[src/hw/pyr_cfg.svh]
`ifndef PYR_CFG_SVH
`define PYR_CFG_SVH

// source frame size in pixels, both even
`define PYR_IMG_WIDTH 8
`define PYR_IMG_HEIGHT 8

// clocks per uart bit
// 16 at 100 MHz gives 6.25 Mbaud
`define PYR_CLKS_PER_BAUD 16

`endif

[src/hw/pyr_pkg.sv]
`default_nettype none

`include "pyr_cfg.svh"

package pyr_pkg;

    typedef logic [7:0] pixel_t;  // one greyscale sample

    typedef logic [$clog2(`PYR_IMG_WIDTH * `PYR_IMG_HEIGHT)-1:0] src_addr_t;
    typedef logic [$clog2(`PYR_IMG_WIDTH * `PYR_IMG_HEIGHT / 4)-1:0] half_addr_t;

    // write port of the source frame ram
    typedef struct packed {
        logic      en;
        src_addr_t addr;
        pixel_t    data;
    } src_wr_t;

    // write port of the reduced frame ram
    typedef struct packed {
        logic       en;
        half_addr_t addr;
        pixel_t     data;
    } half_wr_t;

    typedef enum logic [1:0] {
        st_idle,
        st_read,   // four block reads back to back
        st_sum,    // last read data lands
        st_write
    } reduce_state_t;

endpackage

`default_nettype wire

[src/hw/uart_rx.sv]
`default_nettype none

`include "pyr_cfg.svh"

module uart_rx (
    input  wire             clk_100mhz,
    input  wire             sys_rst,
    input  wire             rx_i,
    output pyr_pkg::pixel_t data_o,
    output logic            valid_o
);
    import pyr_pkg::*;

    localparam int CLKS = `PYR_CLKS_PER_BAUD;
    localparam int CW   = $clog2(CLKS);

    typedef enum logic [1:0] {rx_idle, rx_start, rx_bits, rx_stop} rx_state_t;

    rx_state_t     state;
    logic          rx_meta;
    logic          rx_sync;
    logic          rx_prev;  // for the falling start edge
    logic [CW-1:0] baud_cnt;
    logic [2:0]    bit_cnt;
    pixel_t        shift;

    // two flop synchronizer, idles high
    always_ff @(posedge clk_100mhz) begin
        if (sys_rst) begin
            rx_meta <= 1'b1;
            rx_sync <= 1'b1;
            rx_prev <= 1'b1;
        end else begin
            rx_meta <= rx_i;
            rx_sync <= rx_meta;
            rx_prev <= rx_sync;
        end
    end

    always_ff @(posedge clk_100mhz) begin
        if (sys_rst) begin
            state    <= rx_idle;
            valid_o  <= 1'b0;
            baud_cnt <= '0;
            bit_cnt  <= '0;
        end else begin
            valid_o <= 1'b0;
            case (state)
                rx_idle: begin
                    baud_cnt <= '0;
                    if (rx_prev && !rx_sync) state <= rx_start;
                end
                rx_start: begin  // half a bit to the middle of the start bit
                    if (baud_cnt == CW'(CLKS / 2 - 1)) begin
                        baud_cnt <= '0;
                        bit_cnt  <= '0;
                        state    <= rx_sync ? rx_idle : rx_bits;  // glitch, back to idle
                    end else begin
                        baud_cnt <= baud_cnt + 1'b1;
                    end
                end
                rx_bits: begin
                    if (baud_cnt == CW'(CLKS - 1)) begin
                        baud_cnt <= '0;
                        shift    <= {rx_sync, shift[7:1]};  // lsb first
                        bit_cnt  <= bit_cnt + 1'b1;
                        if (bit_cnt == 3'd7) state <= rx_stop;
                    end else begin
                        baud_cnt <= baud_cnt + 1'b1;
                    end
                end
                rx_stop: begin
                    if (baud_cnt == CW'(CLKS - 1)) begin
                        baud_cnt <= '0;
                        state    <= rx_idle;
                        if (rx_sync) begin  // bad stop bit drops the byte
                            valid_o <= 1'b1;
                            data_o  <= shift;
                        end
                    end else begin
                        baud_cnt <= baud_cnt + 1'b1;
                    end
                end
                default: state <= rx_idle;
            endcase
        end
    end

endmodule

`default_nettype wire

[src/hw/uart_tx.sv]
`default_nettype none

`include "pyr_cfg.svh"

module uart_tx (
    input  wire             clk_100mhz,
    input  wire             sys_rst,
    input  wire pyr_pkg::pixel_t data_i,
    input  wire             start_i,
    output logic            tx_o,
    output logic            busy_o
);
    localparam int CLKS = `PYR_CLKS_PER_BAUD;
    localparam int CW   = $clog2(CLKS);

    logic [CW-1:0] baud_cnt;
    logic [3:0]    bit_cnt;  // 0 is the start bit, 9 the stop bit
    logic [8:0]    shift;    // data bits, stop bit on top

    always_ff @(posedge clk_100mhz) begin
        if (sys_rst) begin
            tx_o     <= 1'b1;
            busy_o   <= 1'b0;
            baud_cnt <= '0;
            bit_cnt  <= '0;
        end else if (!busy_o) begin
            baud_cnt <= '0;
            bit_cnt  <= '0;
            if (start_i) begin
                shift  <= {1'b1, data_i};
                tx_o   <= 1'b0;  // start bit
                busy_o <= 1'b1;
            end
        end else if (baud_cnt == CW'(CLKS - 1)) begin
            baud_cnt <= '0;
            if (bit_cnt == 4'd9) begin
                busy_o <= 1'b0;  // end of stop bit, line already high
            end else begin
                tx_o    <= shift[0];
                shift   <= {1'b1, shift[8:1]};
                bit_cnt <= bit_cnt + 1'b1;
            end
        end else begin
            baud_cnt <= baud_cnt + 1'b1;
        end
    end

endmodule

`default_nettype wire

[src/hw/pixel_ram.sv]
`default_nettype none

module pixel_ram #(
    parameter int DEPTH = 64
) (
    input  wire                      clk_100mhz,
    input  wire [$clog2(DEPTH)-1:0]  wr_addr_i,
    input  wire pyr_pkg::pixel_t     wr_data_i,
    input  wire                      wr_en_i,
    input  wire [$clog2(DEPTH)-1:0]  rd_addr_i,
    output pyr_pkg::pixel_t          rd_data_o
);
    import pyr_pkg::*;

    pixel_t mem [DEPTH];

    // a read of the written address returns the old word
    always_ff @(posedge clk_100mhz) begin
        if (wr_en_i) begin
            mem[wr_addr_i] <= wr_data_i;
        end
        rd_data_o <= mem[rd_addr_i];
    end

endmodule

`default_nettype wire

[src/hw/pyramid_reduce.sv]
`default_nettype none

`include "pyr_cfg.svh"

module pyramid_reduce (
    input  wire                 clk_100mhz,
    input  wire                 sys_rst,
    input  wire                 start_i,
    output pyr_pkg::src_addr_t  src_rd_addr_o,
    input  wire pyr_pkg::pixel_t src_pixel_i,
    output pyr_pkg::half_wr_t   half_wr_o,
    output logic                done_o
);
    import pyr_pkg::*;

    localparam int HALF_W = `PYR_IMG_WIDTH / 2;
    localparam int HALF_H = `PYR_IMG_HEIGHT / 2;
    localparam int BXW    = $clog2(HALF_W);
    localparam int BYW    = $clog2(HALF_H);

    reduce_state_t  state;
    logic [BXW-1:0] bx;    // block column
    logic [BYW-1:0] by;    // block row
    logic [1:0]     quad;  // pixel inside the block, bit 1 picks the row
    logic [9:0]     acc;   // four 8 bit pixels
    logic           last_block;
    logic           last_col;

    assign last_col   = (bx == BXW'(HALF_W - 1));
    assign last_block = last_col && (by == BYW'(HALF_H - 1));

    // source pixel of the current block and quad
    assign src_rd_addr_o = src_addr_t'({by, quad[1]} * `PYR_IMG_WIDTH + {bx, quad[0]});

    always_comb begin
        half_wr_o.en   = (state == st_write);
        half_wr_o.addr = half_addr_t'(by * HALF_W + bx);
        half_wr_o.data = acc[9:2];  // floor of sum / 4
    end

    always_ff @(posedge clk_100mhz) begin
        if (sys_rst) begin
            state  <= st_idle;
            bx     <= '0;
            by     <= '0;
            quad   <= '0;
            done_o <= 1'b0;
        end else begin
            done_o <= 1'b0;
            case (state)
                st_idle: begin
                    if (start_i) begin
                        bx    <= '0;
                        by    <= '0;
                        quad  <= '0;
                        state <= st_read;
                    end
                end
                st_read: begin
                    quad <= quad + 2'd1;  // wraps back to 0 for the next block
                    if (quad == 2'd3) state <= st_sum;
                end
                st_sum: state <= st_write;
                st_write: begin
                    if (last_block) begin
                        state  <= st_idle;
                        done_o <= 1'b1;
                    end else begin
                        state <= st_read;
                        if (last_col) begin
                            bx <= '0;
                            by <= by + 1'b1;
                        end else begin
                            bx <= bx + 1'b1;
                        end
                    end
                end
                default: state <= st_idle;
            endcase
        end
    end

    // ram data trails the address by one cycle
    always_ff @(posedge clk_100mhz) begin
        if (state == st_read && quad == 2'd0) begin
            acc <= '0;
        end else if (state == st_read || state == st_sum) begin
            acc <= acc + 10'(src_pixel_i);
        end
    end

endmodule

`default_nettype wire

[src/hw/image_sender.sv]
`default_nettype none

`include "pyr_cfg.svh"

module image_sender (
    input  wire                 clk_100mhz,
    input  wire                 sys_rst,
    input  wire                 send_i,
    output pyr_pkg::half_addr_t rd_addr_o,
    input  wire pyr_pkg::pixel_t pixel_i,
    output logic                tx_o,
    output logic                busy_o
);
    import pyr_pkg::*;

    localparam int LAST_ADDR = `PYR_IMG_WIDTH * `PYR_IMG_HEIGHT / 4 - 1;

    typedef enum logic [1:0] {snd_idle, snd_fetch, snd_start, snd_wait} snd_state_t;

    snd_state_t state;
    logic       tx_start;
    logic       tx_busy;

    assign tx_start = (state == snd_start);  // pixel_i valid here
    assign busy_o   = (state != snd_idle);

    always_ff @(posedge clk_100mhz) begin
        if (sys_rst) begin
            state     <= snd_idle;
            rd_addr_o <= '0;
        end else begin
            case (state)
                snd_idle: begin
                    rd_addr_o <= '0;
                    if (send_i) state <= snd_fetch;
                end
                snd_fetch: state <= snd_start;  // ram read latency
                snd_start: state <= snd_wait;   // tx busy rises next cycle
                snd_wait: begin
                    if (!tx_busy) begin
                        if (rd_addr_o == half_addr_t'(LAST_ADDR)) begin
                            state <= snd_idle;
                        end else begin
                            rd_addr_o <= rd_addr_o + 1'b1;
                            state     <= snd_fetch;
                        end
                    end
                end
                default: state <= snd_idle;
            endcase
        end
    end

    uart_tx u_tx (
        .clk_100mhz (clk_100mhz),
        .sys_rst    (sys_rst),
        .data_i     (pixel_i),
        .start_i    (tx_start),
        .tx_o       (tx_o),
        .busy_o     (tx_busy)
    );

endmodule

`default_nettype wire

[src/hw/pyramid_top.sv]
`default_nettype none

`include "pyr_cfg.svh"

module pyramid_top (
    input  wire  clk_100mhz,
    input  wire  sys_rst,
    input  wire  uart_rx_i,
    input  wire  send_req_i,
    output logic uart_tx_o,
    output logic frame_loaded_o,
    output logic reduce_done_o
);
    import pyr_pkg::*;

    localparam int SRC_DEPTH  = `PYR_IMG_WIDTH * `PYR_IMG_HEIGHT;
    localparam int HALF_DEPTH = SRC_DEPTH / 4;

    pixel_t     rx_byte;
    logic       rx_valid;
    src_addr_t  wr_cnt;        // next source pixel
    src_wr_t    src_wr;
    half_wr_t   half_wr;
    src_addr_t  src_rd_addr;
    pixel_t     src_rd_data;
    half_addr_t half_rd_addr;
    pixel_t     half_rd_data;
    logic       reduce_start;
    logic       reduce_done;
    logic       send_go;
    logic       sender_busy;

    uart_rx u_rx (
        .clk_100mhz (clk_100mhz),
        .sys_rst    (sys_rst),
        .rx_i       (uart_rx_i),
        .data_o     (rx_byte),
        .valid_o    (rx_valid)
    );

    // frame loader, byte goes to ram the cycle after valid
    always_ff @(posedge clk_100mhz) begin
        src_wr.addr <= wr_cnt;
        src_wr.data <= rx_byte;
        if (sys_rst) begin
            wr_cnt         <= '0;
            src_wr.en      <= 1'b0;
            frame_loaded_o <= 1'b0;
            reduce_done_o  <= 1'b0;
            reduce_start   <= 1'b0;
        end else begin
            src_wr.en    <= rx_valid;
            reduce_start <= 1'b0;
            if (rx_valid) begin
                wr_cnt <= (wr_cnt == src_addr_t'(SRC_DEPTH - 1)) ? '0 : wr_cnt + 1'b1;
            end
            // last pixel just written
            if (src_wr.en && src_wr.addr == src_addr_t'(SRC_DEPTH - 1)) begin
                frame_loaded_o <= 1'b1;
                reduce_start   <= 1'b1;
            end
            if (reduce_done) reduce_done_o <= 1'b1;
            if (rx_valid && wr_cnt == '0) begin  // new frame starts
                frame_loaded_o <= 1'b0;
                reduce_done_o  <= 1'b0;
            end
        end
    end

    pixel_ram #(.DEPTH(SRC_DEPTH)) src_ram (
        .clk_100mhz (clk_100mhz),
        .wr_addr_i  (src_wr.addr),
        .wr_data_i  (src_wr.data),
        .wr_en_i    (src_wr.en),
        .rd_addr_i  (src_rd_addr),
        .rd_data_o  (src_rd_data)
    );

    pyramid_reduce u_reduce (
        .clk_100mhz    (clk_100mhz),
        .sys_rst       (sys_rst),
        .start_i       (reduce_start),
        .src_rd_addr_o (src_rd_addr),
        .src_pixel_i   (src_rd_data),
        .half_wr_o     (half_wr),
        .done_o        (reduce_done)
    );

    pixel_ram #(.DEPTH(HALF_DEPTH)) half_ram (
        .clk_100mhz (clk_100mhz),
        .wr_addr_i  (half_wr.addr),
        .wr_data_i  (half_wr.data),
        .wr_en_i    (half_wr.en),
        .rd_addr_i  (half_rd_addr),
        .rd_data_o  (half_rd_data)
    );

    assign send_go = send_req_i && reduce_done_o && !sender_busy;  // other requests dropped

    image_sender u_sender (
        .clk_100mhz (clk_100mhz),
        .sys_rst    (sys_rst),
        .send_i     (send_go),
        .rd_addr_o  (half_rd_addr),
        .pixel_i    (half_rd_data),
        .tx_o       (uart_tx_o),
        .busy_o     (sender_busy)
    );

endmodule

`default_nettype wire

[config.mk]
export PLATFORM = sky130hd
export DESIGN_NAME = pyramid_top
export DESIGN_NICKNAME = d
export VERILOG_FILES = /design/src/hw/pyr_pkg.sv /design/src/hw/uart_rx.sv /design/src/hw/uart_tx.sv /design/src/hw/pixel_ram.sv /design/src/hw/pyramid_reduce.sv /design/src/hw/image_sender.sv /design/src/hw/pyramid_top.sv
export VERILOG_INCLUDE_DIRS = /design/src /design/src/hw
export SDC_FILE = /design/constraint.sdc
export NUM_CORES = 1
export LEC_CHECK = 0
export BUFFER_PORTS_ARGS = -buffer_cell sky130_fd_sc_hd__buf_2
export CORE_MARGIN = 3
export CORE_UTILIZATION = 55
export CTS_CLUSTER_SIZE = 8
export DETAILED_ROUTE_END_ITERATION = 16
export MAX_ROUTING_LAYER = met4
export PLACE_DENSITY = 0.83
export SYNTH_ARGS = -nofsm -noshare
export SYNTH_HDL_FRONTEND = slang
export SYNTH_SLANG_ARGS = --single-unit
[constraint.sdc]
create_clock -name clk_100mhz -period 2.25 [get_ports clk_100mhz]
set_input_delay 0.1125 -clock clk_100mhz [delete_from_list [all_inputs] [get_ports clk_100mhz]]
set_output_delay 0.1125 -clock clk_100mhz [all_outputs]
set_load 0.05 [all_outputs]
==> results.md, run 1 <==
Place
- Final GP Congestion: 0.902
- total placed instance area: 31,100 um2
- Buffers on Ports: 6
- pre-CTS setup slack: -44.9 ps
- DPL Wire Length: 38.7 mm

Synthesis
- synthesized instance count: 1,558
- top cells by area, synth: edfxtp_1 68%, mux4_2 11%, dfxtp_1 6.0%
- number of register bits inferred by synthesis: 752
- sequential-to-total area share from yosys stat: 0.743
- synth unique cells: 61
- post-synthesis cell area: 29,200 um2
- share of synthesized flip-flops with an asynchronous set or reset: 0
- count of flip-flops with a built-in enable after synthesis: 664
- fraction of synthesized cell area taken by the top area cell type: 0.683
- mean cell area of the mapped netlist: 18.7 um2
- count of synthesis-stage warnings from yosys: 0
- area leader, netlist: edfxtp_1
- Synthesized Nets: 1,600
- flip-flop cell with the highest count after synthesis: edfxtp_1

Detailed routing
- Avg WL per Cell: 26.6 um
- Vias/cell: 6.29
- DRC: 0
- number of violations reported at the end of detailed-routing iteration 0: 1,750
- Pre-antenna DRT Iters: 5
- post-route ant nets: 0
- DRT Wirelength: 66.5 mm
- vias after detailed routing: 15,700

Setup path
- worst path required time: 2790 ps
- most common cell type on the critical path: buf_4
- launching point of the worst reg2reg path: u_reduce.quad[0]
- Data arrival, critical path: 2800 ps
- crit path cell chain: buf_4 -> buf_4 -> mux4_2 -> a22oi_1 -> nand2_1 -> and3_1
- endpoint class of the critical path: flip-flop
- largest driver fanout on the critical path: 8
- class of the most critical setup path: reg2reg
- worst path bufs/invs: 2
- Critical Path Source: u_reduce.quad[0]
- delay of the slowest critical-path stage: 570 ps
- slowest library cell on the worst path: mux4_2
- kind of cell adding the most delay to the critical path: multiplexers
- startpoint class of the critical path: flip-flop

Die
- die area: 55,900 um2
- initial core utilization: 0.562
- cell row count: 83
- number of top-level design ports: 7
- Placeable Area: 51,900 um2
- die height: 236 um
- Die X-Extent: 236 um

Timing
- portion of the clock cycle consumed by the worst path in the final layout: 1.00
- time the worst path needs with I/O delays and setup: 2250 ps
- Final Hold Slack: 51.7 ps
- fmax: 0.444 GHz
- remaining max-slew budget at the tightest pin: 0.473
- fin worst setup slack: -3.64 ps
- final setup vio count: 1
- number of pins with negative max-slew slack in the final report: 0
- Worst Clk Skew: 31.6 ps
- pin slew with the least headroom to its limit: 791 ps
- hold violation count in the final report: 0
- Setup TNS: -3.64 ps

Power and ir drop
- maximum vdd drop: 0.800 mV
- reported leakage power: 0.0112 uW
- switching component of the power: 6620 uW
- share of total power in combinational logic: 0.040
- proportion of power drawn by flip-flops and latches: 0.501
- portion of total power attributed to the clock network: 0.459
- ratio of total power to cell area: 911 nW/um2
- net switching share of the total power: 0.213
- internal power: 24,500 uW

Global route
- number of global-route vias before repair: 16,200
- gr ovfl total: 0
- initial antenna violation count: 0
- first-pass GRT wire length: 101 mm
- global router's overall resource usage: 0.246
- largest net degree at the start of global routing: 65

Status
- outcome: finished with violations
- violated checks: negative setup slack

Clock network
- number of CTS-inserted buffers: 104
- library cell used as clock root buffer: clkbuf_16
- clock transition at the registers of the reported paths: 50 ps
- TritonCTS clock tree: yes
- source-to-sink clock delay at the later pin of the worst-skew pair: 650 ps
- maximum clock insertion buffer count: 3
- number of H-tree levels: 3
- sinks on the clock net: 752

Final layout
- layout-stage area growth over the synthesis result: 17.1%
- Layout Nets: 1,799
- Inserted Diodes: 0
- final non-filler cell area: 34,200 um2
- share of post-route cells with drive strength above 1: 0.252

Job
- number of maximum-capacitance violations: 0

Min path
- path category of the worst min-delay check: in2reg
- launch point of the worst hold path: send_req_i

-- power groups by stage --
stage / combinational [uW] / sequential, uW / clock, uW
after floorplan: 767 / 15900 / 0
after global placement: 1110 / 15800 / 0
after detailed placement: 1190 / 15900 / 0
after CTS: 1220 / 15600 / 14500
after global routing: 1360 / 15600 / 15000
final: 1240 / 15600 / 14300
-- flip-flops by register name, summed over array words and instances (netlist names), 3 cells and up, named ones only --
signal / flops
src_ram.mem: 512
half_ram.mem: 128
src_wr: 15
u_reduce.acc: 10
half_ram.rd_data_o: 8
src_ram.rd_data_o: 8
u_rx.data_o: 8
u_rx.shift: 8
u_sender.u_tx.shift: 8
wr_cnt: 6
u_rx.baud_cnt: 4
u_sender.rd_addr_o: 4
u_sender.u_tx.baud_cnt: 4
u_sender.u_tx.bit_cnt: 4
u_rx.bit_cnt: 3
-- Yosys cell counts (9+ instances only) --
cell / instances
a22oi_1: 16
buf_2: 17
o22ai_1: 32
nand4_1: 9
nor3_1: 11
mux4_2: 143
o21ai_0: 11
nand3_1: 12
clkbuf_1: 36
a21oi_1: 30
edfxtp_1: 664
nand2_1: 37
inv_1: 27
and3_1: 26
a211oi_1: 31
ha_1: 37
a22o_1: 9
nor2b_1: 12
mux2i_1: 58
nor2_1: 122
dfxtp_1: 88
-- metal layers --
metal,global-route usage,up-vias,wire [um]
met5,-,-,0
met4,0.0935,0,2710
met3,0.0523,175,5530
met2,0.397,876,33500
met1,0.311,8011,24800
li1,-,6686,-
-- placed cells by master, fill, tap and decap left out, types with 32 or more instances in the layout --
cell,synthesis,layout
buf_4,6,138
clkbuf_1,36,60
clkbuf_16,0,105
dfxtp_1,88,77
edfxtp_1,664,664
ha_1,37,37
mux2i_1,58,58
mux4_2,143,143
nand2_1,37,36
nor2_1,122,122
o22ai_1,32,32
-- what timing repair did --
item | in CTS | in global routing
resized for setup | 1 | 13
pin swaps | 0 | 1
hold buffers | 2 | 0
hold endpoints to repair | 10 | 0
buffers inserted | 4 | 1
setup endpoints to repair | 3 | 8
-- area by class of cell --
class,instances,area [um2]
timing repair buffer,164,1450
clock inverter,8,140
tap,680,851
clock buffer,165,2850
multi-input combinational,704,7060
sequential,752,21700
inverter,31,116
fill,3166,17700
-- cell families after synthesis --
| logic type | count (synthesis) | synth area share |
|---|---|---|
| DFF | 752 | 0.743 |
| and+or+nand+nor | 275 | 0.0457 |
| muxes | 210 | 0.135 |
| AOI/OAI and AO/OA | 171 | 0.0398 |
| buffers and inverters | 102 | 0.0172 |
| adders and majority gates | 38 | 0.0165 |
| xor gates and xnor gates | 10 | 0.00300 |
-- path summary, 6_finish.rpt --
kind                           to  slack [ps]  cells past startpoint
max          src_ram.rd_data_o[5]          -4                      6
min reg2reg             src_wr[4]         340                      0
min             u_sender.state[1]          50                      5
max reg2reg  src_ram.rd_data_o[5]          -4                      6
-- tightest hold or removal path, stage by stage --
cell and delay [ps]:
buf_2 100, nand2_1 80, a22o_1 200, mux2i_1 90, nor2_1 80
-- through the flow --
step                      utilization  total power, uW  cells
final                           0.658            31100   2504
after global routing            0.658            32000   2504
after CTS                       0.657            31300   2503
after detailed placement        0.598            17100   2324
after global placement          0.598            17000   2324
after floorplan                     -            16600   1558
(Power assumes the default switching activity.)
==> inputs of run 2 (changes only) <==
--- a/config.mk
+++ b/config.mk
@@ -6,7 +6,7 @@
 export SDC_FILE = /design/constraint.sdc
 export NUM_CORES = 1
 export LEC_CHECK = 0
-export BUFFER_PORTS_ARGS = -buffer_cell sky130_fd_sc_hd__buf_2
+export BUFFER_PORTS_ARGS = -buffer_cell sky130_fd_sc_hd__buf_4
 export CORE_MARGIN = 3
 export CORE_UTILIZATION = 55
 export CTS_CLUSTER_SIZE = 8
@@ -15,4 +15,6 @@
 export PLACE_DENSITY = 0.83
 export SYNTH_ARGS = -nofsm -noshare
 export SYNTH_HDL_FRONTEND = slang
+export SYNTH_HIERARCHICAL = 1
 export SYNTH_SLANG_ARGS = --single-unit
+export TNS_END_PERCENT = 30
==> run 2 against run 1 <==
  * The run still ends with negative setup slack left
  * Combinational power increased by 130%
  * Die area rose by 1.1%
  * Global-route usage rose by 1.3 points
  * Critical path depth grew 1
  * Highest routed layer unchanged
  * Register-to-register slack got worse by 70 ps
  * Flip-flop and latch count stayed put
==> results.md, run 2 <==
Status
- outcome: finished with violations
- violated checks: negative setup slack

Detailed routing
- DRT Wirelength: 69.8 mm, +4.9%
- met2 wire length: 34.9 mm, +4.4%
- Avg WL per Cell: 27.4 um, +3.0%
- post-route ant nets: 0, unchanged
- wire length the detailed router placed on met1: 24.9 mm, +0.21%
- vias after detailed routing: 16,200, +3.1%
- DRC: 0, unchanged
- Pre-antenna DRT Iters: 8, +3
- top routing layer in use: met4
- number of violations reported at the end of detailed-routing iteration 0: 1,992, +14%
- Met3 Wirelength: 7.10 mm, +28%
- Vias/cell: 6.37, +1.3%

Place
- total placed instance area: 31,400 um2, +1.1%
- Buffers on Ports: 6, unchanged
- pre-CTS setup slack: 30.8 ps, +75.7 ps
- Final GP Congestion: 0.866, -4.0%
- DPL Wire Length: 39.3 mm, +1.6%

Power and ir drop
- share of total power in combinational logic: 0.086, +0.046
- maximum vdd drop: 0.917 mV, +15%
- proportion of power drawn by flip-flops and latches: 0.475, -0.026
- reported leakage power: 0.0111 uW, -0.12%
- ratio of total power to cell area: 951 nW/um2, +4.4%
- switching component of the power: 7530 uW, +14%
- portion of total power attributed to the clock network: 0.439, -0.020
- internal power: 25,400 uW, +3.6%
- net switching share of the total power: 0.229, +0.0160

Synthesis
- share of cell area taken by muxes after synthesis: 0.141, +0.00607
- top cells by area, synth: edfxtp_1 67%, mux4_2 11%, dfxtp_1 6.0%
- post-synthesis share of cell area spent on xor and xnor gates: 0.00356, +0.000558
- arithmetic-cell share of the synthesized area counting full adders, half adders and majority gates: 0.0125, -0.00400
- synth unique cells: 77, +26%
- library cell with the highest instance count after synthesis: edfxtp_1
- mean cell area of the mapped netlist: 18.9 um2, +0.65%
- count of synthesis-stage warnings from yosys: 6, +6
- number of register bits inferred by synthesis: 752, unchanged
- Synthesized Nets: 1,599, -0.063%
- list of most frequent post-synthesis cells: 664 x edfxtp_1, 144 x mux4_2, 119 x nor2_1
- area leader, netlist: edfxtp_1
- fraction of synthesized cell area taken by the top area cell type: 0.675, -0.00786
- count of flip-flops with a built-in enable after synthesis: 664, unchanged
- post-synthesis cell area: 29,500 um2, +1.2%
- share of synthesized flip-flops with an asynchronous set or reset: 0, unchanged
- Synth Area in Compound Gates: 0.0349, -0.00491
- synthesized instance count: 1,566, +0.51%
- largest family of logic cells by synthesized area: multiplexers
- flip-flop cell with the highest count after synthesis: edfxtp_1
- sequential-to-total area share from yosys stat: 0.735, -0.00856
- basic-gate share of the synthesized area counting and, or, nand and nor cells: 0.0522, +0.00646

Timing
- RSZ-0062 raised after global routing: true
- remaining max-slew budget at the tightest pin: 0.428, -0.0448
- number of pins with negative max-slew slack in the final report: 0, unchanged
- portion of the clock cycle consumed by the worst path in the final layout: 1.03, +0.0324
- Worst Clk Skew: 58.5 ps, +26.9 ps
- fmax: 0.430 GHz, -3.1%
- Final Hold Slack: 230 ps, +179 ps
- pin slew with the least headroom to its limit: 858 ps, +67.2 ps
- fin worst setup slack: -76.6 ps, -73.0 ps
- hold violation count in the final report: 0, unchanged
- final setup vio count: 2, +1
- time the worst path needs with I/O delays and setup: 2330 ps, +73.0 ps

Setup path
- slowest library cell on the worst path: a221oi_1
- largest driver fanout on the critical path: 20, +12
- delay of the slowest critical-path stage: 500 ps, -70 ps
- startpoint class of the critical path: flip-flop
- launching point of the worst reg2reg path: u_reduce/quad[0]
- Data arrival, critical path: 2860 ps, +60 ps
- kind of cell adding the most delay to the critical path: compound AO/OA/AOI/OAI gates
- worst path required time: 2780 ps, about the same
- destination of the worst register-to-register timing path: src_ram/rd_data_o[1]
- class of the most critical setup path: reg2reg
- r2r worst-path depth: 7, +1
- worst path bufs/invs: 3, +1
- crit path cell chain: buf_12 -> buf_6 -> mux2i_1 -> a221oi_1 -> a221oi_1 -> buf_4 -> o2bb2ai_1
- endpoint class of the critical path: flip-flop
- worst reg-to-reg setup slack: -80 ps, -70 ps
- most common cell type on the critical path: a221oi_1

Clock network
- library cell used as clock root buffer: clkbuf_16
- number of H-tree levels: 3, unchanged
- TritonCTS clock tree: yes
- clock transition at the registers of the reported paths: 50 ps, about the same
- source-to-sink clock delay at the later pin of the worst-skew pair: 660 ps, about the same
- number of CTS-inserted buffers: 103, -0.96%
- maximum clock insertion buffer count: 3, unchanged
- sinks on the clock net: 752, unchanged

Final layout
- flip-flop count of the largest register, all copies and words added: 512, unchanged
- largest registers ranked by flip-flop count: src_ram/mem (512), half_ram/mem (128), src_wr (15)
- commonest cells after routing, fill and taps aside: 664 x edfxtp_1, 155 x buf_4, 144 x mux4_2
- final non-filler cell area: 34,600 um2, +1.2%
- share of post-route cells with drive strength above 1: 0.265, +0.0134
- fraction of the core area covered by cells at the end of the flow: 0.655, -0.00379
- layout-stage area growth over the synthesis result: 17.1%, about the same
- register ranked first by flip-flop count: src_ram/mem
- Layout Nets: 1,802, +0.17%
- most common cell after layout, fill and taps aside: edfxtp_1

Min path
- path category of the worst min-delay check: in2reg
- cell count of the worst hold path: 3, -2
- worst hold endpoint: u_rx/rx_meta
- launch point of the worst hold path: uart_rx_i

Die
- Die X-Extent: 238 um, +0.57%
- die height: 238 um, +0.57%
- die area: 56,500 um2, +1.1%
- Placeable Area: 52,900 um2, +1.8%
- number of top-level design ports: 7, unchanged
- initial core utilization: 0.559, -0.00357
- cell row count: 84, +1.2%

Global route
- initial antenna violation count: 1, +1
- largest net degree at the start of global routing: 65, unchanged
- gr ovfl total: 0, unchanged
- first-pass GRT wire length: 105 mm, +4.0%
- number of global-route vias before repair: 16,700, +2.7%
- global router's overall resource usage: 0.260, +0.0134

Job
- number of maximum-capacitance violations: 0, unchanged

run 2: final cells by class:
| class | instances | area (um2) |
|---|---|---|
| multi-input combinational | 707 | 7240 |
| clock buffer | 190 | 2930 |
| clock inverter | 6 | 124 |
| antenna | 1 | 2.50 |
| fill | 3206 | 18300 |
| inverter | 25 | 93.8 |
| timing repair buffer | 180 | 1630 |
| tap | 688 | 861 |
| sequential | 752 | 21700 |
run 2: cells by family after synthesis:
kind of cell               count (synthesis)
AOI/OAI and AO/OA                        144
buffers and inverters                    107
xor gates and xnor gates                  12
muxes                                    210
and+or+nand+nor                          312
adders and majority gates                 29
DFF                                      752
run 2: worst register-to-register path: stages, from the launching register on:
cell,delay [ps]
dfxtp_4,440
buf_12,210
buf_6,300
mux2i_1,280
a221oi_1,160
a221oi_1,500
buf_4,230
o2bb2ai_1,80
run 2: how the worst max path moves through the flow:
stage	end	from	cells after the start	slack (ps)
2_1_floorplan	src_ram/rd_data_o[3]	u_reduce/bx[0]	8	40
3_3_place_gp	src_ram/rd_data_o[4]	u_reduce/quad[0]	7	70
3_5_place_dp	src_ram/rd_data_o[0]	u_reduce/quad[0]	6	30
4_1_cts	src_ram/rd_data_o[3]	u_reduce/quad[0]	6	-5
5_1_grt	src_ram/rd_data_o[1]	u_reduce/quad[0]	7	-130
6_report	src_ram/rd_data_o[1]	u_reduce/quad[0]	7	-80
run 2: what timing repair did:
item / in CTS / in global routing
hold buffers: 3 / 0
endpoints found under the setup margin: 4 / 8
hold endpoints to repair: 20 / 0
pin swaps: 0 / 1
gates cloned: 1 / 0
resized for setup: 5 / 8
buffers inserted: 0 / 4
run 2: power groups by stage:
stage | Sequential (uW) | Combinational (uW) | Clock, uW
4_1_cts | 15600 | 2750 | 14600
2_1_floorplan | 15800 | 1970 | 0
6_report | 15600 | 2820 | 14500
5_1_grt | 15700 | 2990 | 15200
3_5_place_dp | 15900 | 2670 | 0
3_3_place_gp | 15900 | 2560 | 0
run 2: stage by stage:
step	power [uW]	instances	setup TNS (ps)
after global routing	33800	2549	-143
after detailed placement	18600	2344	0
after CTS	33000	2544	-4.84
after global placement	18400	2344	0
after floorplan	17700	1566	0
final	32900	2549	-80.6
run 2: metal layers:
layer,up-vias,GRT usage
met5,-,-
met4,0,0.108
met3,204,0.0511
met2,1081,0.413
met1,8222,0.333
li1,6731,-
==> inputs of run 3 (changes only) <==
--- a/config.mk
+++ b/config.mk
@@ -8,11 +8,11 @@
 export LEC_CHECK = 0
 export BUFFER_PORTS_ARGS = -buffer_cell sky130_fd_sc_hd__buf_4
 export CORE_MARGIN = 3
-export CORE_UTILIZATION = 55
+export CORE_UTILIZATION = 57
 export CTS_CLUSTER_SIZE = 8
 export DETAILED_ROUTE_END_ITERATION = 16
 export MAX_ROUTING_LAYER = met4
-export PLACE_DENSITY = 0.83
+export PLACE_DENSITY = 0.85
 export SYNTH_ARGS = -nofsm -noshare
 export SYNTH_HDL_FRONTEND = slang
 export SYNTH_HIERARCHICAL = 1
==> run 3 against run 2 <==
  * The run still ends with negative setup slack left
  * Critical path depth down 1
  * Register-to-register slack about the same
  * Fmax about the same
  * Clock-buffer cell count down 29
  * Combinational power up 7.8%
  * Hold slack better by 5.3 ps
  * Flip-flop and latch count unchanged
  * Core utilization up 2.9 points
  * First-iteration DRC count up 11%
  * Final area up 0.12%
  * Via count up 1.2%
  * Clock skew down 21 ps
  * Critical endpoint unchanged
==> results.md, run 3 (synthesized netlist as in run 2, its figures left out) <==
Detailed routing
- DRT Wirelength: 71.4 mm, +2.3%
- wire length the detailed router placed on met1: 25.5 mm, +2.6%
- Avg WL per Cell: 28.4 um, +3.8%
- Pre-antenna DRT Iters: 5, -3
- met2 wire length: 35.5 mm, +1.5%
- post-route ant nets: 0, unchanged
- vias after detailed routing: 16,400, +1.2%
- Met3 Wirelength: 7.03 mm, -0.94%
- top routing layer in use: met4
- number of violations reported at the end of detailed-routing iteration 0: 2,218, +11%
- Vias/cell: 6.54, +2.6%
- DRC: 0, unchanged

Final layout
- layout-stage area growth over the synthesis result: 17.3%
- count of filler cells inserted in the layout: 2,948, -8.0%
- Final Non-Filler Cells: 2,513, -1.4%
- register ranked first by flip-flop count: src_ram/mem
- Layout Nets: 1,812, +0.55%
- largest registers ranked by flip-flop count: src_ram/mem (512), half_ram/mem (128), src_wr (15)
- most common cell after layout, fill and taps aside: edfxtp_1
- flip-flop count of the largest register, all copies and words added: 512, unchanged
- commonest cells after routing, fill and taps aside: 664 x edfxtp_1, 161 x buf_4, 144 x mux4_2
- Inserted Diodes: 0, -1
- fraction of the core area covered by cells at the end of the flow: 0.684, +0.0290
- share of post-route cells with drive strength above 1: 0.276, +0.0109

Place
- DPL Wire Length: 39.8 mm, +1.4%
- cell count after placement: 2,328, -0.68%
- Final GP Congestion: 0.867, +0.14%
- Buffers on Ports: 6, unchanged

Status
- violated checks: negative setup slack
- outcome: finished with violations

Setup path
- r2r worst-path depth: 6, -1
- worst path bufs/invs: 2, -1
- crit path cell chain: buf_12 -> mux4_2 -> mux2_2 -> a221oi_1 -> buf_4 -> o2bb2ai_1
- Crit. path cell count: 6, -1
- class of the most critical setup path: reg2reg
- Data arrival, critical path: 2860 ps, about the same
- startpoint class of the critical path: flip-flop
- delay of the slowest critical-path stage: 510 ps, about the same
- worst path required time: 2780 ps, about the same
- kind of cell adding the most delay to the critical path: multiplexers
- slowest library cell on the worst path: a221oi_1
- largest driver fanout on the critical path: 6, -70%
- endpoint class of the critical path: flip-flop

Power and ir drop
- ratio of total power to cell area: 949 nW/um2, -0.20%
- maximum vdd drop: 0.983 mV, +7.2%
- net switching share of the total power: 0.229, about the same
- switching component of the power: 7530 uW, about the same
- share of total power in combinational logic: 0.092, +0.006
- portion of total power attributed to the clock network: 0.431, -0.008
- internal power: 25,400 uW, -0.11%
- proportion of power drawn by flip-flops and latches: 0.477, +0.002
- reported leakage power: 0.0112 uW, +0.62%

Timing
- pin slew with the least headroom to its limit: 1350 ps, +493 ps
- hold violation count in the final report: 0, unchanged
- final setup vio count: 3, +1
- RSZ-0062 raised after global routing: true
- remaining max-slew budget at the tightest pin: 0.0994, -0.329
- fin worst setup slack: -75.6 ps, +1.05 ps
- Worst Clk Skew: 37.9 ps, -20.6 ps
- portion of the clock cycle consumed by the worst path in the final layout: 1.03, about the same
- number of pins with negative max-slew slack in the final report: 0, unchanged
- time the worst path needs with I/O delays and setup: 2330 ps, -1.05 ps
- fmax: 0.430 GHz, about the same

Die
- Die X-Extent: 234 um, -1.7%
- number of top-level design ports: 7, unchanged
- cell row count: 82, -2.4%
- die area: 54,600 um2, -3.4%
- initial core utilization: 0.583, +0.0241
- die height: 234 um, -1.7%
- Placeable Area: 50,700 um2, -4.1%

Clock network
- TritonCTS clock tree: yes
- clock transition at the registers of the reported paths: 50 ps, about the same
- source-to-sink clock delay at the later pin of the worst-skew pair: 650 ps, about the same
- number of CTS-inserted buffers: 104, +0.97%
- maximum clock insertion buffer count: 3, unchanged
- library cell used as clock root buffer: clkbuf_16
- sinks on the clock net: 752, unchanged
- number of H-tree levels: 3, unchanged

Global route
- gr ovfl total: 0, unchanged
- global router's overall resource usage: 0.272, +0.0126
- initial antenna violation count: 0, -1
- first-pass GRT wire length: 106 mm, +1.1%
- largest net degree at the start of global routing: 65, unchanged
- number of global-route vias before repair: 16,700, +0.42%

Min path
- cell count of the worst hold path: 3, unchanged
- path category of the worst min-delay check: in2reg

Job
- number of maximum-capacitance violations: 0, unchanged

[run 3: layer usage]
layer,vias up,global-route usage
met2,1140,0.433
met4,0,0.111
met1,8311,0.346
met3,232,0.0590
li1,6744,-
met5,-,-
[run 3: area by class of cell]
class	instances	area, um2	share of cell area
clock buffers	161	2860	0.0825
multi-input cells	707	7290	0.210
well taps	672	841	0.0243
clock inverters	7	85.1	0.00246
inverters	25	93.8	0.00271
repair buffers	189	1750	0.0505
flip-flops and latches	752	21700	0.627
[run 3: final timing paths]
| path | startpoint | endpoint | slack, ps |
|---|---|---|---|
| hold reg to reg | u_rx/data_o[7] | src_wr[7] | 340 |
| setup reg to reg | u_reduce/bx[0] | src_ram/rd_data_o[1] | -80 |
| setup / recovery | u_reduce/bx[0] | src_ram/rd_data_o[1] | -80 |
| hold / removal | uart_rx_i | u_rx/rx_meta | 240 |
[run 3: per-stage QoR]
step	area [um2]	setup TNS (ps)	hold WS [ps]	total power, uW	setup WS [ps]
finish	34600	-156	236	32900	-75.6
global route	34600	-316	272	33800	-113
CTS	34400	0	231	32800	4.91
detailed placement	31400	-146	308	18600	-107
global placement	31400	-69.8	302	18400	-69.8
floorplan	29500	0	182	17700	40.3
[run 3: power by group through the flow]
stage	clock (uW)	combinational (uW)	sequential, uW
3_5_place_dp	0	2620	15900
2_1_floorplan	0	1970	15800
4_1_cts	14300	2840	15700
6_report	14200	3040	15700
3_3_place_gp	0	2480	15900
5_1_grt	14900	3190	15700
[run 3: worst reg2reg max path, cell delays in order (launching register included)]
cell	delay, ps
dfxtp_4	440
buf_12	150
mux4_2	500
mux2_2	320
a221oi_1	510
buf_4	220
o2bb2ai_1	80
[run 3: timing repair]
| action | 4_1_cts | 5_1_grt |
|---|---|---|
| pin swaps | 0 | 4 |
| buffers inserted | 3 | 10 |
| hold endpoints to repair | 25 | 0 |
| gates cloned | 0 | 1 |
| gates resized for setup | 5 | 21 |
| setup endpoints to repair | 7 | 9 |
| hold buffers | 3 | 0 |
